[src/common/cache_defines.svh]
// cache geometry macros: address width, cache and line sizes, derived field widths
`ifndef CACHE_DEFINES_SVH
`define CACHE_DEFINES_SVH

// processor and memory address width in bits
`define CACHE_ADDR_WIDTH 32

// total capacity and line size in bytes
`define CACHE_SIZE 256
`define CACHE_LINE_SIZE 16

// 32-bit words in one line
`define CACHE_WORDS_PER_LINE (`CACHE_LINE_SIZE / 4)

// direct mapped with one line per index
`define CACHE_INDEX_COUNT (`CACHE_SIZE / `CACHE_LINE_SIZE)

// the offset covers word select and byte within the word
`define CACHE_OFFSET_WIDTH ($clog2(`CACHE_LINE_SIZE))
`define CACHE_INDEX_WIDTH ($clog2(`CACHE_INDEX_COUNT))
`define CACHE_TAG_WIDTH (`CACHE_ADDR_WIDTH - `CACHE_INDEX_WIDTH - `CACHE_OFFSET_WIDTH)

// a whole line as stored in the data RAM
`define CACHE_LINE_WIDTH (`CACHE_LINE_SIZE * 8)

`endif

[src/common/cache_types_pkg.sv]
// address union, tag, index, word select, word and line types
`include "cache_defines.svh"

package cache_types_pkg;

    typedef logic [`CACHE_TAG_WIDTH-1:0] cache_tag_t;
    typedef logic [`CACHE_INDEX_WIDTH-1:0] cache_index_t;
    typedef logic [$clog2(`CACHE_WORDS_PER_LINE)-1:0] cache_word_sel_t;
    typedef logic [`CACHE_LINE_WIDTH/`CACHE_WORDS_PER_LINE-1:0] cache_word_t;

    // word 0 sits in the low bits of the line
    typedef cache_word_t [`CACHE_WORDS_PER_LINE-1:0] cache_line_t;

    // field layout of an address with the tag in the top bits
    typedef struct packed {
        cache_tag_t      tag;
        cache_index_t    index;
        cache_word_sel_t word;
        logic [`CACHE_OFFSET_WIDTH-$clog2(`CACHE_WORDS_PER_LINE)-1:0] byte_off;
    } cache_addr_fields_t;

    // the APB address word is seen either whole or split into cache fields
    typedef union packed {
        logic [`CACHE_ADDR_WIDTH-1:0] raw;
        cache_addr_fields_t           fields;
    } cache_addr_u;

endpackage

[src/common/cache_ctrl_pkg.sv]
// controller FSM state and memory transfer kind enumerations
package cache_ctrl_pkg;

    // EVICT runs only when the victim is valid and dirty
    typedef enum logic [2:0] {
        IDLE,
        LOOKUP,
        EVICT,
        FILL,
        UPDATE,
        RESPOND
    } ctrl_state_e;

    // memory-side transfer direction
    typedef enum logic {
        MEM_READ  = 1'b0,
        MEM_WRITE = 1'b1
    } mem_op_e;

endpackage

[src/source/sdp_ram.sv]
// simple dual-port RAM with registered read and synchronous write
`timescale 1ns/1ps

module sdp_ram #(
    parameter int DATA_WIDTH = 32,
    parameter int DEPTH      = 16
) (
    input  logic                     clk,
    input  logic                     i_rd_en,
    input  logic [$clog2(DEPTH)-1:0] i_rd_addr,
    output logic [DATA_WIDTH-1:0]    o_rd_data,
    input  logic                     i_wr_en,
    input  logic [$clog2(DEPTH)-1:0] i_wr_addr,
    input  logic [DATA_WIDTH-1:0]    i_wr_data
);

    logic [DATA_WIDTH-1:0] mem [DEPTH];

    always_ff @(posedge clk) begin
        if (i_wr_en) begin
            mem[i_wr_addr] <= i_wr_data;
        end
    end

    // a read and write to one address in the same cycle returns the old word
    always_ff @(posedge clk) begin
        if (i_rd_en) begin
            o_rd_data <= mem[i_rd_addr];
        end
    end

endmodule

[src/cache/cache_array.sv]
// cache array: valid and dirty flops with write bypass, tag RAM and data RAM
`timescale 1ns/1ps
`include "cache_defines.svh"

module cache_array
    import cache_types_pkg::*;
(
    input  logic         clk,
    input  logic         i_arst_n,

    // read request with the results one cycle later
    input  logic         i_rd_en,
    input  cache_index_t i_rd_index,
    output logic         o_rd_valid,
    output logic         o_rd_dirty,
    output cache_tag_t   o_rd_tag,
    output cache_line_t  o_rd_line,

    // write request that takes effect at the clock edge
    input  logic         i_wr_en,
    input  cache_index_t i_wr_index,
    input  logic         i_wr_valid,
    input  logic         i_wr_dirty,
    input  cache_tag_t   i_wr_tag,
    input  cache_line_t  i_wr_line
);

    logic [`CACHE_INDEX_COUNT-1:0] valid_q;
    logic [`CACHE_INDEX_COUNT-1:0] dirty_q;
    logic                          bypass;
    logic                          rd_valid;
    logic                          rd_dirty;

    // a write to the index being read wins over the stored state
    assign bypass   = i_wr_en & (i_wr_index == i_rd_index);
    assign rd_valid = bypass ? i_wr_valid : valid_q[i_rd_index];
    assign rd_dirty = bypass ? i_wr_dirty : dirty_q[i_rd_index];

    always_ff @(posedge clk or negedge i_arst_n) begin
        if (!i_arst_n) begin
            valid_q <= '0;
            dirty_q <= '0;
        end else if (i_wr_en) begin
            valid_q[i_wr_index] <= i_wr_valid;
            dirty_q[i_wr_index] <= i_wr_dirty;
        end
    end

    // state results line up with the RAM outputs
    always_ff @(posedge clk or negedge i_arst_n) begin
        if (!i_arst_n) begin
            o_rd_valid <= 1'b0;
            o_rd_dirty <= 1'b0;
        end else if (i_rd_en) begin
            o_rd_valid <= rd_valid;
            o_rd_dirty <= rd_dirty;
        end
    end

    sdp_ram #(
        .DATA_WIDTH (`CACHE_TAG_WIDTH),
        .DEPTH      (`CACHE_INDEX_COUNT)
    ) tag_ram (
        .clk       (clk),
        .i_rd_en   (i_rd_en),
        .i_rd_addr (i_rd_index),
        .o_rd_data (o_rd_tag),
        .i_wr_en   (i_wr_en),
        .i_wr_addr (i_wr_index),
        .i_wr_data (i_wr_tag)
    );

    sdp_ram #(
        .DATA_WIDTH (`CACHE_LINE_WIDTH),
        .DEPTH      (`CACHE_INDEX_COUNT)
    ) data_ram (
        .clk       (clk),
        .i_rd_en   (i_rd_en),
        .i_rd_addr (i_rd_index),
        .o_rd_data (o_rd_line),
        .i_wr_en   (i_wr_en),
        .i_wr_addr (i_wr_index),
        .i_wr_data (i_wr_line)
    );

endmodule

[src/cache/cache_ctrl.sv]
// cache controller: APB slave response, hit/miss decision, write-back and line-fill FSM
`timescale 1ns/1ps
`include "cache_defines.svh"

module cache_ctrl
    import cache_types_pkg::*;
    import cache_ctrl_pkg::*;
(
    input  logic         clk,
    input  logic         i_arst_n,

    // processor APB slave
    input  logic         i_psel,
    input  logic         i_penable,
    input  logic         i_pwrite,
    input  cache_addr_u  i_paddr,
    input  cache_word_t  i_pwdata,
    output logic         o_pready,
    output cache_word_t  o_prdata,

    // memory APB master
    output logic         o_m_psel,
    output logic         o_m_penable,
    output logic         o_m_pwrite,
    output cache_addr_u  o_m_paddr,
    output cache_word_t  o_m_pwdata,
    input  logic         i_m_pready,
    input  cache_word_t  i_m_prdata,

    // cache array
    output logic         o_rd_en,
    output cache_index_t o_rd_index,
    input  logic         i_rd_valid,
    input  logic         i_rd_dirty,
    input  cache_tag_t   i_rd_tag,
    input  cache_line_t  i_rd_line,
    output logic         o_wr_en,
    output cache_index_t o_wr_index,
    output logic         o_wr_valid,
    output logic         o_wr_dirty,
    output cache_tag_t   o_wr_tag,
    output cache_line_t  o_wr_line
);

    ctrl_state_e     state_q;
    cache_word_sel_t word_cnt_q;
    cache_tag_t      victim_tag_q;
    cache_line_t     line_q;
    cache_line_t     merged_line;
    cache_tag_t      mem_tag;
    mem_op_e         mem_op;
    logic            access;
    logic            hit;
    logic            mem_done;
    logic            last_word;

    // address and data come straight from the processor port, which holds them until o_pready
    assign access    = i_psel & i_penable;
    assign hit       = i_rd_valid & (i_rd_tag == i_paddr.fields.tag);
    assign mem_done  = o_m_psel & o_m_penable & i_m_pready;
    assign last_word = (word_cnt_q == cache_word_sel_t'(`CACHE_WORDS_PER_LINE - 1));
    assign mem_op    = (state_q == EVICT) ? MEM_WRITE : MEM_READ;

    always_comb begin
        merged_line = line_q;
        if (i_pwrite) begin
            merged_line[i_paddr.fields.word] = i_pwdata;
        end
    end

    always_ff @(posedge clk or negedge i_arst_n) begin
        if (!i_arst_n) begin
            state_q     <= IDLE;
            word_cnt_q  <= '0;
            o_m_psel    <= 1'b0;
            o_m_penable <= 1'b0;
        end else begin
            case (state_q)
                IDLE: begin
                    if (access) begin
                        state_q <= LOOKUP;
                    end
                end
                LOOKUP: begin
                    if (hit) begin
                        state_q <= RESPOND;
                    end else begin
                        // on a miss the first memory setup phase starts right away
                        state_q    <= (i_rd_valid & i_rd_dirty) ? EVICT : FILL;
                        word_cnt_q <= '0;
                        o_m_psel   <= 1'b1;
                    end
                end
                EVICT, FILL: begin
                    if (!o_m_penable) begin
                        o_m_penable <= 1'b1;
                    end else if (mem_done) begin
                        o_m_penable <= 1'b0;
                        word_cnt_q  <= word_cnt_q + 1'b1;
                        if (last_word) begin
                            if (state_q == EVICT) begin
                                state_q <= FILL;
                            end else begin
                                state_q  <= UPDATE;
                                o_m_psel <= 1'b0;
                            end
                        end
                    end
                end
                UPDATE: begin
                    state_q <= RESPOND;
                end
                default: begin
                    state_q <= IDLE;
                end
            endcase
        end
    end

    // lookup captures the stored line, which is the victim on a miss
    always_ff @(posedge clk) begin
        if (state_q == LOOKUP) begin
            line_q       <= i_rd_line;
            victim_tag_q <= i_rd_tag;
        end else if ((state_q == FILL) && mem_done) begin
            line_q[word_cnt_q] <= i_m_prdata;
        end
    end

    assign o_pready = (state_q == RESPOND);
    assign o_prdata = line_q[i_paddr.fields.word];

    assign o_rd_en    = (state_q == IDLE) & access;
    assign o_rd_index = i_paddr.fields.index;

    // a store hit is written in RESPOND and a store miss writes the same line there again
    assign o_wr_en    = (state_q == UPDATE) | ((state_q == RESPOND) & i_pwrite);
    assign o_wr_index = i_paddr.fields.index;
    assign o_wr_valid = 1'b1;
    assign o_wr_dirty = i_pwrite;
    assign o_wr_tag   = i_paddr.fields.tag;
    assign o_wr_line  = merged_line;

    // write-back goes to the victim's line while the fill reads the requested line
    assign mem_tag        = (state_q == EVICT) ? victim_tag_q : i_paddr.fields.tag;
    assign o_m_pwrite     = (mem_op == MEM_WRITE);
    assign o_m_paddr.raw  = {mem_tag, i_paddr.fields.index, word_cnt_q, 2'b00};
    assign o_m_pwdata     = line_q[word_cnt_q];

endmodule

[src/source/cache_top.sv]
// cache top: controller and array between the processor and memory APB ports
`timescale 1ns/1ps
`include "cache_defines.svh"

module cache_top
    import cache_types_pkg::*;
(
    input  logic                         clk,
    input  logic                         i_arst_n,

    // processor APB slave
    input  logic                         i_psel,
    input  logic                         i_penable,
    input  logic                         i_pwrite,
    input  logic [`CACHE_ADDR_WIDTH-1:0] i_paddr,
    input  cache_word_t                  i_pwdata,
    output logic                         o_pready,
    output cache_word_t                  o_prdata,
    output logic                         o_pslverr,

    // memory APB master
    output logic                         o_m_psel,
    output logic                         o_m_penable,
    output logic                         o_m_pwrite,
    output logic [`CACHE_ADDR_WIDTH-1:0] o_m_paddr,
    output cache_word_t                  o_m_pwdata,
    input  logic                         i_m_pready,
    input  cache_word_t                  i_m_prdata
);

    logic         rd_en;
    cache_index_t rd_index;
    logic         rd_valid;
    logic         rd_dirty;
    cache_tag_t   rd_tag;
    cache_line_t  rd_line;
    logic         wr_en;
    cache_index_t wr_index;
    logic         wr_valid;
    logic         wr_dirty;
    cache_tag_t   wr_tag;
    cache_line_t  wr_line;

    // no error responses
    assign o_pslverr = 1'b0;

    cache_ctrl u_ctrl (
        .clk         (clk),
        .i_arst_n    (i_arst_n),
        .i_psel      (i_psel),
        .i_penable   (i_penable),
        .i_pwrite    (i_pwrite),
        .i_paddr     (i_paddr),
        .i_pwdata    (i_pwdata),
        .o_pready    (o_pready),
        .o_prdata    (o_prdata),
        .o_m_psel    (o_m_psel),
        .o_m_penable (o_m_penable),
        .o_m_pwrite  (o_m_pwrite),
        .o_m_paddr   (o_m_paddr),
        .o_m_pwdata  (o_m_pwdata),
        .i_m_pready  (i_m_pready),
        .i_m_prdata  (i_m_prdata),
        .o_rd_en     (rd_en),
        .o_rd_index  (rd_index),
        .i_rd_valid  (rd_valid),
        .i_rd_dirty  (rd_dirty),
        .i_rd_tag    (rd_tag),
        .i_rd_line   (rd_line),
        .o_wr_en     (wr_en),
        .o_wr_index  (wr_index),
        .o_wr_valid  (wr_valid),
        .o_wr_dirty  (wr_dirty),
        .o_wr_tag    (wr_tag),
        .o_wr_line   (wr_line)
    );

    cache_array u_array (
        .clk        (clk),
        .i_arst_n   (i_arst_n),
        .i_rd_en    (rd_en),
        .i_rd_index (rd_index),
        .o_rd_valid (rd_valid),
        .o_rd_dirty (rd_dirty),
        .o_rd_tag   (rd_tag),
        .o_rd_line  (rd_line),
        .i_wr_en    (wr_en),
        .i_wr_index (wr_index),
        .i_wr_valid (wr_valid),
        .i_wr_dirty (wr_dirty),
        .i_wr_tag   (wr_tag),
        .i_wr_line  (wr_line)
    );

endmodule

[config.mk]
export PLATFORM = sky130hd
export DESIGN_NAME = cache_top
export DESIGN_NICKNAME = d
export VERILOG_FILES = /design/src/common/cache_types_pkg.sv /design/src/common/cache_ctrl_pkg.sv /design/src/source/sdp_ram.sv /design/src/cache/cache_array.sv /design/src/cache/cache_ctrl.sv /design/src/source/cache_top.sv
export VERILOG_INCLUDE_DIRS = /design/src /design/src/common
export SDC_FILE = /design/constraint.sdc
export NUM_CORES = 2
export LEC_CHECK = 0
export BUFFER_PORTS_ARGS = -buffer_cell sky130_fd_sc_hd__buf_2
export CORE_MARGIN = 2
export CORE_UTILIZATION = 35
export CTS_CLUSTER_SIZE = 30
export DETAILED_ROUTE_END_ITERATION = 7
export SYNTH_ARGS = -nofsm -noshare
export SYNTH_HDL_FRONTEND = slang
export SYNTH_SLANG_ARGS = --single-unit
[constraint.sdc]
create_clock -name clk -period 17.2 [get_ports clk]
set_clock_uncertainty 0.1 [all_clocks]
set_input_delay 1.72 -clock clk [delete_from_list [all_inputs] [get_ports clk]]
set_output_delay 1.72 -clock clk [all_outputs]
set_load 0.1 [all_outputs]
==> flow_metrics.py <==
metrics = {
    "global_routing": {
        "met2_usage_pct": 30.63,
        "grt-ovfl-total": 0,
        "grt.met3_usage_pct": 3.106,
        "grt_pass1_wl_um": 394400,
        "antenna_found_initial": 60,
        "grt_util_all_layers_pct": 17.93,
        "busiest_layer": "met2",
        "grt_util_met1_pct": 23.44,
        "grt_max_degree": 178,
        "grt_pass1_vias": 51580,
    },
    "power": {
        "power.internal_uw": 11170,
        "comb_power_share_pct": 3.3,
        "power_frac_clock_pct": 43.9,
        "p_sw_uw": 2807,
        "power-per-cell-area_nw_per_um2": 113.8,
        "p_sw_share_pct": 20.08,
        "power.total_uw": 13980,
        "p_leak_uw": 0.04137,
        "ir_drop_uv": 110.2,
        "seqPwrFrac_pct": 52.8,
    },
    "run_status": {
        "outcome": "finished clean",
    },
    "critical_path": {
        "worstPathMaxFanout": 124,
        "worstSetupEndpointType": "flop",
        "cpLargestDelayFamily": "buffers and inverters",
        "critical_path.slowest_cell": "buf_4",
        "required_ps": 17750,
        "critical-path-max-stage-delay_ps": 940,
        "cp.arrival_ps": 7360,
        "critPathBufInv": 6,
        "worstPathCellList": "buf_8 -> buf_4 -> buf_4 -> buf_4 -> buf_12 -> buf_4 -> mux4_2 -> mux4_2",
        "cp-start-kind": "input port",
        "crit_top_cell": "buf_4",
        "timing_worst_setup_path_type": "in -> reg",
    },
    "placed_design": {
        "routabilityCongestion": 0.7407,
        "port_buffers": 197,
        "post-place-cells": 8717,
        "detailed_place_hpwl_um": 142000,
    },
    "layout": {
        "final_cells": 9247,
        "layout_commonest_cell": "edfxtp_1",
        "final_core_util_pct": 40.14,
        "area_growth_pct": 14.05,
        "multi_input_area_um2": 23310,
        "drive_above_1_share_pct": 32.66,
        "regArea_um2": 83190,
        "fin_nets": 5024,
        "layout_common_cells": "2,736 x edfxtp_1, 832 x mux4_2, 307 x clkbuf_16",
        "fillers": 26560,
    },
    "synth": {
        "synthAdderAreaFrac_pct": 0.04647,
        "syn-instance-count": 4588,
        "synth-seq-area-share_pct": 77.23,
        "ys_seq_elements": 2777,
        "synth.distinct_cells": 44,
        "yosysWarnings": 0,
        "synth_area_leaders": "edfxtp_1 76%, mux4_2 17%, mux2_2 1.4%",
        "synth.avg_cell_area_um2": 23.48,
        "synth_edf_count": 2736,
        "synth_compound_area_share_pct": 0.7586,
        "synthXorXnorAreaFrac_pct": 0.1952,
        "ys_async_sr_fraction_pct": 1.476,
        "synthSimpleGateAreaFrac_pct": 1.313,
        "synthDominantCellAreaShare_pct": 76.28,
        "synth_top_flop_cell": "edfxtp_1",
        "synth_mux_area_share_pct": 19.19,
        "synth_top_family_by_area": "multiplexers",
        "yosysTopAreaCell": "edfxtp_1",
        "syn_area_um2": 107700,
    },
    "cts": {
        "clk_pin_slew_ps": 60,
        "clock_latency_ps": 920,
        "cts_tree": "done",
        "cts-resized-gates": 0,
        "cts_hold_buffers": 0,
        "post_cts_buffers": 0,
        "cts_buffers": 299,
        "clock-sinks": 2777,
        "cts-root-buf": "clkbuf_16",
        "cts_buffer_depth": 4,
        "cts_max_level": 5,
    },
    "floorplan": {
        "die_h_um": 558.7,
        "ioPinCount": 203,
        "die_w_um": 558.7,
        "dieArea_um2": 312200,
        "core_area_um2": 306100,
        "start_util_pct": 35.19,
        "num_rows": 203,
    },
    "drt": {
        "drtPass1Iterations": 7,
        "vias": 50710,
        "final_antenna_net_count": 0,
        "via_per_inst": 5.484,
        "wl_um": 282700,
        "drt_iter0_drc": 6546,
        "drc": 0,
        "wl_per_cell_um": 30.57,
    },
    "flow_run": {
        "maxCapViolCount": 0,
    },
    "sta": {
        "timing.final.crit_share_pct": 39.58,
        "setup_violations": 0,
        "fmax_mhz": 146.9,
        "setup_tns_ps": 0,
        "worst_pin_slew_ps": 1126,
        "slew_violations": 0,
        "slew_headroom_pct": 24.95,
        "finalHoldViolCount": 0,
        "period_minus_slack_ps": 6807,
        "rsz0062_at_grt": "no",
    },
    "min_path": {
        "min_path_type": "reg -> reg",
    },
}
## through the flow
stage / setup WS, ps / instance area [µm²] / hold slack, ps
final: 10390 / 122800 / 360.9
after detailed placement: 9420 / 113600 / 348.8
after global placement: 9470 / 113600 / 343.2
after global routing: 10060 / 122800 / 375.3
after floorplan: 3251 / 107700 / 328.0
after CTS: 10430 / 122800 / 363.5
## cell type report
type,instances,share of cell area (%)
clock inverter,145,1.054
multi-input combinational,1531,18.98
inverter,21,0.1375
timing repair buffer,288,1.467
tap,4100,4.176
clock buffer,360,6.416
antenna,25,0.05093
sequential,2777,67.72
## flip-flops by register name, indices dropped and copies added (netlist names)
register / count
u_array.data_ram.mem: 2048
u_array.data_ram.o_rd_data: 128
u_array.dirty_q: 16
u_array.o_rd_dirty: 1
u_array.o_rd_valid: 1
u_array.tag_ram.mem: 384
u_array.tag_ram.o_rd_data: 24
u_array.valid_q: 16
u_ctrl.line_q: 128
u_ctrl.o_m_penable: 1
u_ctrl.o_m_psel: 1
u_ctrl.state_q: 3
u_ctrl.victim_tag_q: 24
u_ctrl.word_cnt_q: 2
## metal layers
layer	part of all wire, %	vias to the layer above
li1	-	20150
met1	40	27820
met2	50	2272
met3	6.9	454
met4	3.0	10
met5	0.021	-
## power by group through the flow
stage | Clock, µW | Sequential (µW) | Combinational, µW
after CTS | 6230 | 7380 | 465
after global placement | 0 | 7530 | 456
after global routing | 6490 | 7380 | 486
final | 6130 | 7380 | 457
after detailed placement | 0 | 7530 | 464
after floorplan | 0 | 7530 | 330
## logic make-up after synthesis
family / after synthesis
DFF: 2777
muxes: 1004
and+or+nand+nor: 339
buffers and inverters: 282
AOI/OAI and AO/OA: 157
xor gates and xnor gates: 24
adders and majority gates: 4
other: 1
## path summary, 6_finish.rpt
path | start | end | slack [ps] | depth (start not counted)
hold reg to reg | u_array.valid_q[3]$_DFFE_PN0P_ | u_array.valid_q[3]$_DFFE_PN0P_ | 360 | 1
setup / recovery | i_paddr[5] | u_array.data_ram.o_rd_data[66]$_DFFE_PP_ | 10390 | 8
setup reg to reg | u_ctrl.state_q[1]$_DFFE_PN0P_ | u_array.data_ram.mem[13][74]$_DFFE_PP_ | 12120 | 7
min in group asynchronous | i_arst_n | u_array.dirty_q[0]$_DFFE_PN0P_ | 850 | 1
max in group asynchronous | i_arst_n | u_ctrl.word_cnt_q[0]$_DFFE_PN0P_ | 15450 | 1
hold / removal | u_array.valid_q[3]$_DFFE_PN0P_ | u_array.valid_q[3]$_DFFE_PN0P_ | 360 | 1
## worst register-to-register path, delay by kind of cell (launching register included)
kind	cells	cell delay [ps]
DFF	1	680
buffers and inverters	4	2570
and+or+nand+nor	2	1070
AOI/OAI and AO/OA	1	260
## Yosys cell counts, types with 3 or more instances
library cell / n
buf_1: 16
mux4_2: 832
mux2i_1: 4
nand2_1: 272
clkbuf_1: 158
mux2_2: 133
a21oi_1: 15
o21ai_0: 88
nand4_1: 5
edfxtp_1: 2736
buf_4: 29
buf_2: 39
nand2b_1: 14
or2_2: 4
inv_2: 3
buf_6: 19
nand3_1: 6
nor2b_1: 3
o21ai_1: 43
xnor2_1: 20
nor3_1: 9
ha_1: 4
inv_1: 18
or3_1: 4
mux2_1: 35
nor2_1: 11
dfrtp_1: 41
xor2_1: 4
Note: power is estimated with default switching activity, not from simulation.
